[config.mk]
export PLATFORM = sky130hd
export DESIGN_NAME = ts_monitor_top
export DESIGN_NICKNAME = d
export VERILOG_FILES = /design/src/common/ts_pkg.sv /design/src/common/axil_pkg.sv /design/src/ts_capture/ts_header_matcher.sv /design/src/ts_capture/ts_packet_buffer.sv /design/src/ts_capture/ts_pid_monitor.sv /design/src/design/axil_monitor_regs.sv /design/src/design/ts_monitor_top.sv
export SDC_FILE = /design/constraint.sdc
export NUM_CORES = 2
export LEC_CHECK = 0
export BUFFER_PORTS_ARGS = -buffer_cell sky130_fd_sc_hd__buf_2
export CORE_ASPECT_RATIO = 1.4
export CORE_UTILIZATION = 41
export CTS_CLUSTER_SIZE = 25
export DETAILED_ROUTE_END_ITERATION = 7
export PLACE_DENSITY_LB_ADDON = 0.3
export SETUP_SLACK_MARGIN = 0.02
export SYNTH_ARGS = -nofsm -noshare
export SYNTH_HDL_FRONTEND = slang
export SYNTH_MEMORY_MAX_BITS = 65536
export SYNTH_SLANG_ARGS = --single-unit
[constraint.sdc]
create_clock -name clk -period 6.5 [get_ports clk]
set_input_delay 0.65 -clock clk [delete_from_list [all_inputs] [get_ports clk]]
set_output_delay 0.65 -clock clk [all_outputs]
set_load 0.01 [all_outputs]
[src/common/ts_pkg.sv]
`default_nettype none

package ts_pkg;

	localparam int unsigned PACKET_BYTES = 188;
	localparam int unsigned PACKET_WORDS = 47;
	localparam logic [7:0] SYNC_BYTE = 8'h47;
	localparam int unsigned PID_WIDTH = 13;

	// Field layout of the PID register word.
	typedef struct packed {
		logic [14:0] pad1;
		logic pid_enable;
		logic [2:0] pad0;
		logic [PID_WIDTH-1:0] pid;
	} pid_fields_t;

	// Software sees the raw word, the filter sees the fields.
	typedef union packed {
		logic [31:0] raw;
		pid_fields_t fields;
	} pid_reg_t;

endpackage

`default_nettype wire

[src/common/axil_pkg.sv]
`default_nettype none

package axil_pkg;

	localparam int unsigned ADDR_WIDTH = 8;

	// Register map.
	localparam logic [ADDR_WIDTH-1:0] REG_CTRL = 8'h00;
	localparam logic [ADDR_WIDTH-1:0] REG_PID = 8'h04;
	localparam logic [ADDR_WIDTH-1:0] REG_PUMP = 8'h08;
	localparam logic [ADDR_WIDTH-1:0] REG_DATA_BASE = 8'h40;

	localparam logic [1:0] RESP_OKAY = 2'b00;
	localparam logic [1:0] RESP_SLVERR = 2'b10;

endpackage

`default_nettype wire

[src/ts_capture/ts_header_matcher.sv]
`timescale 1ns/10ps
`default_nettype none

module ts_header_matcher (
	input logic clk,
	input logic rst_n,
	input logic [7:0] mpeg_data,
	input logic mpeg_valid,
	input logic mpeg_sync,
	input logic [ts_pkg::PID_WIDTH-1:0] match_pid,
	input logic match_on,
	output logic wr_en,
	output logic [7:0] wr_byte_index,
	output logic [7:0] wr_byte,
	output logic pkt_done
);

	logic sync_d1;
	logic sync_d2;
	logic [7:0] data_d1;
	logic [7:0] data_d2;
	logic [7:0] data_d3;
	logic armed;
	logic [7:0] byte_count;
	logic header_hit;
	logic pid_hit;

	// The header is complete when byte 2 arrives, two beats behind the sync byte.
	assign header_hit = mpeg_valid && sync_d2 && (data_d2 == ts_pkg::SYNC_BYTE);
	assign pid_hit = ({data_d1[ts_pkg::PID_WIDTH-9:0], mpeg_data} == match_pid);

	// Bytes leave the delay line three accepted beats after they arrive.
	assign wr_en = mpeg_valid && armed;
	assign wr_byte_index = byte_count;
	assign wr_byte = data_d3;
	assign pkt_done = wr_en && (byte_count == 8'(ts_pkg::PACKET_BYTES - 1));

	always_ff @(posedge clk) begin
		if (mpeg_valid) begin
			data_d1 <= mpeg_data;
			data_d2 <= data_d1;
			data_d3 <= data_d2;
		end
	end

	always_ff @(posedge clk) begin
		if (!rst_n) begin
			sync_d1 <= 1'b0;
			sync_d2 <= 1'b0;
			armed <= 1'b0;
			byte_count <= 8'd0;
		end else if (mpeg_valid) begin
			sync_d1 <= mpeg_sync;
			sync_d2 <= sync_d1;
			if (wr_en) begin
				if (pkt_done)
					armed <= 1'b0;
				byte_count <= byte_count + 8'd1;
			end
			// A fresh header wins over the tail of the previous packet.
			if (header_hit) begin
				armed <= pid_hit && match_on;
				byte_count <= 8'd0;
			end
		end
	end

endmodule

`default_nettype wire

[src/ts_capture/ts_packet_buffer.sv]
`timescale 1ns/10ps
`default_nettype none

module ts_packet_buffer (
	input logic clk,
	input logic rst_n,
	input logic wr_en,
	input logic [7:0] wr_byte_index,
	input logic [7:0] wr_byte,
	input logic pkt_done,
	input logic [5:0] rd_index,
	output logic [31:0] rd_data
);

	logic [31:0] bank_mem [0:1][0:ts_pkg::PACKET_WORDS-1];
	logic bank_wr;
	logic bank_rd;

	// The bank not being filled holds the last complete packet.
	assign bank_rd = ~bank_wr;

	always_ff @(posedge clk) begin
		if (!rst_n) begin
			bank_wr <= 1'b0;
		end else if (pkt_done) begin
			bank_wr <= ~bank_wr;
		end
	end

	// Byte k lands in lane k mod 4 of word k div 4, lane 0 lowest.
	always_ff @(posedge clk) begin
		if (wr_en)
			bank_mem[bank_wr][wr_byte_index[7:2]][8*wr_byte_index[1:0] +: 8] <= wr_byte;
	end

	always_ff @(posedge clk) begin
		rd_data <= bank_mem[bank_rd][rd_index];
	end

endmodule

`default_nettype wire

[src/ts_capture/ts_pid_monitor.sv]
`timescale 1ns/10ps
`default_nettype none

module ts_pid_monitor (
	input logic clk,
	input logic rst_n,
	input logic match_enable,
	input logic [31:0] pid_word,
	input logic pump_start,
	input logic [7:0] mpeg_data,
	input logic mpeg_valid,
	input logic mpeg_sync,
	output logic pump_done,
	output logic out_valid,
	output logic [5:0] out_index,
	output logic [31:0] out_data,
	output logic [7:0] captured_count
);

	ts_pkg::pid_reg_t pid_reg;
	logic match_on;
	logic wr_en;
	logic [7:0] wr_byte_index;
	logic [7:0] wr_byte;
	logic pkt_done;
	logic rd_active;
	logic [5:0] rd_index;
	logic [31:0] rd_data;

	assign pid_reg.raw = pid_word;
	assign match_on = match_enable && pid_reg.fields.pid_enable;

	// ************************************************************
	// Capture path
	// ************************************************************

	ts_header_matcher i_ts_header_matcher (
		.clk(clk),
		.rst_n(rst_n),
		.mpeg_data(mpeg_data),
		.mpeg_valid(mpeg_valid),
		.mpeg_sync(mpeg_sync),
		.match_pid(pid_reg.fields.pid),
		.match_on(match_on),
		.wr_en(wr_en),
		.wr_byte_index(wr_byte_index),
		.wr_byte(wr_byte),
		.pkt_done(pkt_done)
	);

	ts_packet_buffer i_ts_packet_buffer (
		.clk(clk),
		.rst_n(rst_n),
		.wr_en(wr_en),
		.wr_byte_index(wr_byte_index),
		.wr_byte(wr_byte),
		.pkt_done(pkt_done),
		.rd_index(rd_index),
		.rd_data(rd_data)
	);

	always_ff @(posedge clk) begin
		if (!rst_n)
			captured_count <= 8'd0;
		else if (pkt_done)
			captured_count <= captured_count + 8'd1;
	end

	// ************************************************************
	// Pump engine
	// ************************************************************

	// Read data returns one cycle after the index, so index and valid follow it.
	assign out_data = rd_data;

	always_ff @(posedge clk) begin
		if (!rst_n) begin
			rd_active <= 1'b0;
			rd_index <= 6'd0;
			out_valid <= 1'b0;
			out_index <= 6'd0;
			pump_done <= 1'b0;
		end else begin
			out_valid <= rd_active;
			out_index <= rd_index;
			if (pump_start && !rd_active && !out_valid) begin
				rd_active <= 1'b1;
				rd_index <= 6'd0;
				pump_done <= 1'b0;
			end else if (rd_active) begin
				if (rd_index == 6'(ts_pkg::PACKET_WORDS - 1))
					rd_active <= 1'b0;
				else
					rd_index <= rd_index + 6'd1;
			end
			if (out_valid && (out_index == 6'(ts_pkg::PACKET_WORDS - 1)))
				pump_done <= 1'b1;
		end
	end

endmodule

`default_nettype wire

[src/design/axil_monitor_regs.sv]
`timescale 1ns/10ps
`default_nettype none

module axil_monitor_regs (
	input logic clk,
	input logic rst_n,
	input logic [axil_pkg::ADDR_WIDTH-1:0] awaddr,
	input logic awvalid,
	output logic awready,
	input logic [31:0] wdata,
	input logic wvalid,
	output logic wready,
	output logic bvalid,
	output logic [1:0] bresp,
	input logic bready,
	input logic [axil_pkg::ADDR_WIDTH-1:0] araddr,
	input logic arvalid,
	output logic arready,
	output logic rvalid,
	output logic [31:0] rdata,
	output logic [1:0] rresp,
	input logic rready,
	output logic match_enable,
	output logic [31:0] pid_word,
	output logic pump_start,
	input logic pump_done,
	input logic out_valid,
	input logic [5:0] out_index,
	input logic [31:0] out_data,
	input logic [7:0] captured_count
);

	logic wr_accept;
	logic [31:0] window [0:ts_pkg::PACKET_WORDS-1];
	logic [axil_pkg::ADDR_WIDTH-1:0] win_offset;
	logic [5:0] win_index;
	logic in_window;
	logic [31:0] rd_word;
	logic rd_err;

	// Address and data channels are accepted in the same cycle.
	assign awready = wr_accept;
	assign wready = wr_accept;

	// ************************************************************
	// Write channel
	// ************************************************************

	always_ff @(posedge clk) begin
		if (!rst_n) begin
			wr_accept <= 1'b0;
			bvalid <= 1'b0;
			match_enable <= 1'b0;
			pid_word <= 32'd0;
			pump_start <= 1'b0;
		end else begin
			wr_accept <= awvalid && wvalid && !wr_accept && !bvalid;
			pump_start <= 1'b0;
			if (bvalid && bready)
				bvalid <= 1'b0;
			if (wr_accept) begin
				bvalid <= 1'b1;
				case (awaddr)
					axil_pkg::REG_CTRL: match_enable <= wdata[0];
					axil_pkg::REG_PID: pid_word <= wdata;
					axil_pkg::REG_PUMP: pump_start <= wdata[0];
					default: ;
				endcase
			end
		end
	end

	always_ff @(posedge clk) begin
		if (wr_accept) begin
			case (awaddr)
				axil_pkg::REG_CTRL, axil_pkg::REG_PID, axil_pkg::REG_PUMP:
					bresp <= axil_pkg::RESP_OKAY;
				default:
					bresp <= axil_pkg::RESP_SLVERR;
			endcase
		end
	end

	// Words streamed out of the pump land in the readback window.
	always_ff @(posedge clk) begin
		if (out_valid)
			window[out_index] <= out_data;
	end

	// ************************************************************
	// Read channel
	// ************************************************************

	assign win_offset = araddr - axil_pkg::REG_DATA_BASE;
	assign win_index = win_offset[7:2];
	assign in_window = (araddr >= axil_pkg::REG_DATA_BASE) && (win_offset[1:0] == 2'b00)
		&& (win_index < 6'(ts_pkg::PACKET_WORDS));

	always_comb begin
		rd_word = 32'd0;
		rd_err = 1'b0;
		case (araddr)
			axil_pkg::REG_CTRL: rd_word = {31'd0, match_enable};
			axil_pkg::REG_PID: rd_word = pid_word;
			axil_pkg::REG_PUMP: rd_word = {16'd0, captured_count, 7'd0, pump_done};
			default: begin
				if (in_window)
					rd_word = window[win_index];
				else
					rd_err = 1'b1;
			end
		endcase
	end

	always_ff @(posedge clk) begin
		if (!rst_n) begin
			arready <= 1'b0;
			rvalid <= 1'b0;
		end else begin
			arready <= arvalid && !arready && !rvalid;
			if (rvalid && rready)
				rvalid <= 1'b0;
			if (arready)
				rvalid <= 1'b1;
		end
	end

	always_ff @(posedge clk) begin
		if (arready) begin
			rdata <= rd_word;
			rresp <= rd_err ? axil_pkg::RESP_SLVERR : axil_pkg::RESP_OKAY;
		end
	end

endmodule

`default_nettype wire

[src/design/ts_monitor_top.sv]
`timescale 1ns/10ps
`default_nettype none

module ts_monitor_top (
	input logic clk,
	input logic rst_n,
	input logic [axil_pkg::ADDR_WIDTH-1:0] awaddr,
	input logic awvalid,
	output logic awready,
	input logic [31:0] wdata,
	input logic wvalid,
	output logic wready,
	output logic bvalid,
	output logic [1:0] bresp,
	input logic bready,
	input logic [axil_pkg::ADDR_WIDTH-1:0] araddr,
	input logic arvalid,
	output logic arready,
	output logic rvalid,
	output logic [31:0] rdata,
	output logic [1:0] rresp,
	input logic rready,
	input logic [7:0] mpeg_data,
	input logic mpeg_valid,
	input logic mpeg_sync
);

	logic match_enable;
	logic [31:0] pid_word;
	logic pump_start;
	logic pump_done;
	logic out_valid;
	logic [5:0] out_index;
	logic [31:0] out_data;
	logic [7:0] captured_count;

	axil_monitor_regs i_axil_monitor_regs (
		.clk(clk),
		.rst_n(rst_n),
		.awaddr(awaddr),
		.awvalid(awvalid),
		.awready(awready),
		.wdata(wdata),
		.wvalid(wvalid),
		.wready(wready),
		.bvalid(bvalid),
		.bresp(bresp),
		.bready(bready),
		.araddr(araddr),
		.arvalid(arvalid),
		.arready(arready),
		.rvalid(rvalid),
		.rdata(rdata),
		.rresp(rresp),
		.rready(rready),
		.match_enable(match_enable),
		.pid_word(pid_word),
		.pump_start(pump_start),
		.pump_done(pump_done),
		.out_valid(out_valid),
		.out_index(out_index),
		.out_data(out_data),
		.captured_count(captured_count)
	);

	ts_pid_monitor i_ts_pid_monitor (
		.clk(clk),
		.rst_n(rst_n),
		.match_enable(match_enable),
		.pid_word(pid_word),
		.pump_start(pump_start),
		.mpeg_data(mpeg_data),
		.mpeg_valid(mpeg_valid),
		.mpeg_sync(mpeg_sync),
		.pump_done(pump_done),
		.out_valid(out_valid),
		.out_index(out_index),
		.out_data(out_data),
		.captured_count(captured_count)
	);

endmodule

`default_nettype wire

# Word-level counts from Yosys, hierarchy flattened

Memories as Yosys holds them, arrays and structs flattened.
Index checks and enable logic that the tools add are counted.

Flip-flop bits (word level): 165
Bits in latches: 0
RAM bits: 4512
ROM bits: 0
Input port bits: 65
Output and inout bits: 41
Word-level logic and storage cells: 124
Memories kept: 2

Memories:

| name                                         | words | width | read ports | clocked after memory_dff | write ports | RTL line                | text |
|---|---|---|---|---|---|---|---|
| i_ts_pid_monitor.i_ts_packet_buffer.bank_mem | 2     | 1504  | 1          | 0                        | 1           | ts_packet_buffer.sv:15  | `logic [31:0] bank_mem [0:1][0:ts_pkg::PACKET_WORDS-1];` |
| i_axil_monitor_regs.window                   | 47    | 32    | 1          | 0                        | 1           | axil_monitor_regs.sv:34 | `logic [31:0] window [0:ts_pkg::PACKET_WORDS-1];` |

$add $sub $neg: 5
$mul: 0
Div/mod/pow operators: 0
Order comparisons: 5
Equality and inequality tests: 9
Shifts and indexed selects: 2
Muxes and demuxes: 29
Bitwise operators: 5
Reduce and logical (&&, ||, !) cells: 42

Operator list:

| cell                                                               | count |
|---|---|
| two-way mux 1504 bit                                               | 1 |
| binary-select mux 32 bit (select 6 bit)                            | 1 |
| demux 32 bit (select 6 bit)                                        | 1 |
| two-way mux 32 bit                                                 | 4 |
| case mux 32 bit (3 select lines)                                   | 1 |
| negator 5 -> 34 bit                                                | 1 |
| variable shift 8 x 34 -> 32 bit (first input constant)             | 1 |
| variable part select 8 x 34 -> 32 bit                              | 1 |
| logical AND 1 bit                                                  | 19 |
| two-way mux 1 bit                                                  | 17 |
| adder 8 x 1 -> 8 bit (second input constant)                       | 2 |
| equality test 8 x 3 -> 1 bit (second input constant)               | 2 |
| equality test 8 x 4 -> 1 bit (second input constant)               | 2 |
| logical NOT 8 bit                                                  | 2 |
| two-way mux 8 bit                                                  | 2 |
| greater-or-equal comparator 7 bit (second input constant)          | 2 |
| inverter 6 -> 7 bit                                                | 2 |
| equality test 13 bit                                               | 1 |
| equality test 6 bit (second input constant)                        | 2 |
| nonzero test 2 bit                                                 | 5 |
| equality test 8 x 7 -> 1 bit (second input constant)               | 1 |
| equality test 8 bit (second input constant)                        | 1 |
| greater-or-equal comparator 8 x 7 -> 1 bit (second input constant) | 1 |
| AND reduction 2 bit                                                | 4 |
| other kinds (11)                                                   | 21 |

# Longest topological paths before layout

Depth in word-level cells: 7
Depth in mapped cells: 11
Mapped depth without buffers: 7

# Hierarchy

A second synthesis with hierarchy kept.

Cell total of the unflattened synthesis: 8624
Area, all modules: 180070.2 um^2

Modules (own cells, without submodules):

| module            | instances | cells each | area each (um^2) | sequential area each (um^2) |
|---|---|---|---|---|
| ts_packet_buffer  | 1         | 5587       | 117322.5         | 90987.3 |
| axil_monitor_regs | 1         | 2845       | 60469.2          | 46945.0 |
| ts_header_matcher | 1         | 94         | 1352.5           | 940.9 |
| ts_pid_monitor    | 1         | 98         | 925.9            | 460.4 |

# Worst setup path before layout

No wires, ideal clock.

Kind: register -> register
Start point: reg i_ts_pid_monitor.out_index[5]
End point: mem i_axil_monitor_regs.window[32][0], enable pin
Library setup time: 461 ps
Data arrival time: 3055 ps
Required time: 6039 ps
Slack: 2984 ps
Stages on the path, launching flop included: 4
Path buffers: 0
Period minus slack after synthesis: 3516 ps
Cell sequence: dfxtp_1 -> nor4bb_1 -> nand2b_1 -> nor3_1

RTL lines:

| what                   | RTL line                | text |
|---|---|---|
| start, declared        | ts_pid_monitor.sv:15    | `output logic [5:0] out_index,` |
| start signal, assigned | ts_pid_monitor.sv:85    | `out_index <= rd_index;` |
| end, declared          | axil_monitor_regs.sv:34 |  |

Straight into the memory's write port.

# Worst setup path in the final report

Start point: reg i_ts_pid_monitor.rd_index[0]
End point: reg i_ts_pid_monitor.i_ts_packet_buffer.rd_data[3]

Word-level cells in the longest chain between the ends: 4

Ends and longest elaborated chain:

| what                                                   | RTL line               | text |
|---|---|---|
| start, declared                                        | ts_pid_monitor.sv:27   | `logic [5:0] rd_index;` |
| start signal, assigned                                 | ts_pid_monitor.sv:94   | `rd_index <= rd_index + 6'd1;` |
| inverter 6 -> 7 bit (implied by the code)              | ts_packet_buffer.sv:37 | `rd_data <= bank_mem[bank_rd][rd_index];` |
| binary-select mux 32 bit (select 6 bit)                | ts_packet_buffer.sv:37 |  |
| two-way mux 32 bit (implied by the code) (2 in series) | ts_packet_buffer.sv:37 |  |
| end signal, assigned                                   | ts_packet_buffer.sv:37 |  |
| end, declared                                          | ts_packet_buffer.sv:12 | `output logic [31:0] rd_data` |

No other way between the ends. The select of a mux whose other input is x is not followed.
A chain may end at the register's enable or synchronous reset.

==> impl_metrics.json <==
{
  "dp.cells": 14100,
  "vias_per_cell": 5.88,
  "die_y_um": 788,
  "synthCells": 8446,
  "grt_overflow_total": 0,
  "final_nets": 8890,
  "rsz0062_at_grt": "no",
  "final_area_mm2": 0.204,
  "fin_tns_setup_ns": 0,
  "grt_max_degree": 133,
  "fin_cells": 15000,
  "area_delta_synth_final_pct": 12.7,
  "syn_area_per_cell_um2": 21.4,
  "slew_headroom": 0.0791,
  "post_cts_buffers": 0,
  "die_w_um": 563,
  "start_kind": "flop",
  "max-clock-path-buffers": 4,
  "ant_nets": 0,
  "drcViolationCount": 270,
  "seq_area_frac_synth": 0.771,
  "synth_cell_types": 72,
  "maxCapViolCount": 0,
  "vias": 88200,
  "end_kind": "flop",
  "grt_pass1_wl_um": 687000,
  "cts_tree": "built",
  "worst_pin_slew_ns": 1.38,
  "die_area_mm2": 0.444,
  "setup_viol": 0,
  "finClkSkew_ns": 0.0622,
  "synthArstFlopShare": 0,
  "ios": 106,
  "crit_required_ns": 7.34,
  "grt_pass1_vias": 90100,
  "hold_class": "in -> reg",
  "arrival_ns": 5.10,
  "slew_violations": 0,
  "dp_hpwl_um": 301000,
  "p_per_area_mw_per_mm2": 292,
  "ys_seq_elements": 4675,
  "port_buffers": 103,
  "layout_min_cycle_time_ns": 4.26,
  "cts_buffers": 447,
  "synth_top_area_frac": 0.759,
  "layout-drive-gt1-share": 0.256,
  "place.gp.congestion": 0.883,
  "cts-htree-levels": 5,
  "fin_crit_sh": 0.656,
  "clk_latency_ns": 1.01,
  "worst-path-max-fanout": 41,
  "grt_antenna_before_repair": 23,
  "yosysWarnings": 0,
  "placed_cell_area_mm2": 0.189,
  "initial_core_util": 0.412,
  "drt-total-wl_um": 487000,
  "netlist_top_cells_area": "edfxtp_1 (76%), mux4_2 (14%), mux2i_1 (1.7%), dfxtp_1 (1.2%), nor2_1 (1.0%)",
  "finalHoldViolations": 0,
  "status": "finished with violations",
  "drt_pass1_iterations": 8,
  "violations": "design-rule violations",
  "cts_hold_buf": 51,
  "yosysTopAreaCell": "edfxtp_1",
  "total_leakage_power_nw": 67.7,
  "cts.sinks": 4675,
  "ctsRootBufferMaster": "clkbuf_16",
  "drt_iter0_markers": 9831,
  "synth_edf_count": 4570,
  "grt_usage": 0.217,
  "critPathKind": "reg -> reg",
  "syn-cell-area_mm2": 0.181,
  "ys.flop_type": "edfxtp_1",
  "path_clk_slew_ns": 0.06,
  "cts_resized": 0,
  "peakVddDrop_mv": 0.230,
  "num_rows": 288,
  "fmax_ghz": 0.235,
  "fp.coreArea_mm2": 0.439,
  "wl_per_cell_um": 32.5
}
-- registers in the layout, summed over array words and instances (netlist names), 6 cells and up --
signal / count
i_ts_pid_monitor.i_ts_header_matcher.data_d1: 8
i_ts_pid_monitor.i_ts_header_matcher.wr_byte_index: 8
i_ts_pid_monitor.i_ts_packet_buffer.rd_data: 32
i_axil_monitor_regs.rdata: 32
i_ts_pid_monitor.rd_index: 6
i_ts_pid_monitor.out_index: 6
i_ts_pid_monitor.i_ts_header_matcher.data_d2: 8
i_ts_pid_monitor.i_ts_packet_buffer.bank_mem: 3008
i_axil_monitor_regs.window: 1504
i_ts_pid_monitor.captured_count: 8
i_ts_pid_monitor.i_ts_header_matcher.wr_byte: 8
i_axil_monitor_regs.pid_word: 32
-- Yosys cell counts (9+ instances only) --
master        n
o221ai_1     13
buf_1        51
nand2b_1     15
and2_1       61
nand4_1      38
xnor2_1      19
a22oi_1      76
nand3_1      56
o21ai_1       9
clkbuf_1    186
inv_1        10
xor2_1       12
a32oi_1      10
o22ai_1      42
buf_4        77
o2111ai_1    25
nand2_1     298
buf_6        29
dfxtp_1     105
mux4_2     1133
ha_1         11
a31oi_1      24
nor3b_1      10
a211oi_1     27
nor2b_1      66
a21oi_1      72
o21ai_0     132
a2111oi_0    10
edfxtp_1   4570
buf_2       143
nor3_1       37
mux2_2       89
nor2_1      503
a311oi_1     20
mux2i_1     301
a221oi_1     30
a222oi_1     11
and4_1        9
-- worst paths after layout --
path	from	endpoint	slack (ns)	cells past startpoint
min	awaddr[3]	i_axil_monitor_regs.match_enable	0.13	4
min reg2reg	i_ts_pid_monitor.i_ts_header_matcher.data_d1[7]	i_ts_pid_monitor.i_ts_header_matcher.data_d2[7]	0.41	0
max reg2reg	i_ts_pid_monitor.rd_index[0]	i_ts_pid_monitor.i_ts_packet_buffer.rd_data[3]	2.24	6
max	i_ts_pid_monitor.rd_index[0]	i_ts_pid_monitor.i_ts_packet_buffer.rd_data[3]	2.24	6
-- report_power, final --
part           internal [mW]  switching [mW]  total [mW]
Combinational          0.368           0.499       0.866
Clock                   14.7            11.2        25.9
Sequential              32.7          0.0396        32.7
-- layout make-up --
type / count / area [um^2]
multi-input combinational: 3269 / 39400
sequential: 4675 / 139000
fill: 35800 / 236000
clock inverter: 261 / 2560
tap: 5800 / 7260
antenna: 11 / 27.5
clock buffer: 559 / 11900
timing repair buffer: 405 / 3220
inverter: 16 / 80.1
-- critical path, cell delays in order, from the launching register on --
cell	delay (ns)
dfxtp_4	0.89
buf_4	0.56
and2_1	0.76
a22oi_1	0.25
mux2_2	0.32
a2111oi_0	1.09
o32ai_1	0.19
-- per-stage QoR --
| stage | worst slack, ns | power [mW] | hold WS, ns | utilization |
|---|---|---|---|---|
| 6_report | 2.24 | 59.5 | 0.132 | 0.464 |
| 5_1_grt | 2.21 | 60.8 | 0.114 | 0.464 |
| 4_1_cts | 2.24 | 59.8 | 0.0640 | 0.464 |
| 3_5_place_dp | 2.24 | 34.2 | 0.413 | 0.430 |
| 3_3_place_gp | 2.24 | 34.2 | 0.413 | 0.430 |
| 2_1_floorplan | 2.98 | 33.9 | 0.400 | - |
-- cell usage in the layout (no fill, tap or decap), types with 13 or more instances in the layout --
cell and count:
o21ai_0 132, nor2_4 46, clkbuf_16 452, buf_4 228, a22oi_1 76, nor3_1 33, dlygate4sd3_1 51, and2_1 29
buf_12 22, clkbuf_8 14, clkinv_2 92, clkinv_1 86, clkbuf_1 93, bufinv_16 44, nand3_1 56, o2111ai_1 25
nor2b_1 60, inv_6 17, mux2_2 89, xnor2_1 19, a221oi_1 30, edfxtp_1 4570, a31oi_1 24, buf_2 100
dfxtp_1 95, nand2_1 286, mux4_2 1133, o22ai_1 42, and2_2 25, a211oi_1 26, nand4_1 38, o221ai_1 13
nand2b_1 15, a21oi_1 72, mux2i_1 301, nor2_1 453, a311oi_1 20
-- cell families (layout without fill, tap and decap cells) --
logic type	after synthesis	count (layout)	synth area share
AOI/OAI and AO/OA	563	563	0.0212
xor gates and xnor gates	31	31	0.00150
adders and majority gates	11	11	0.000761
buffers and inverters	503	1241	0.0143
DFF	4675	4675	0.771
muxes	1523	1523	0.163
other	1	13	0.0000207
and+or+nand+nor	1139	1139	0.0281
-- metal layers --
| layer | share of wire | track usage | vias to the layer above |
|---|---|---|---|
| met5 | 0.000072 | 0 | - |
| met4 | 0.050 | 0.0969 | 6 |
| met3 | 0.075 | 0.0391 | 872 |
| met2 | 0.50 | 0.370 | 3827 |
| met1 | 0.37 | 0.271 | 47500 |
| li1 | - | - | 36000 |
Note: power is estimated with default switching activity, not from simulation.
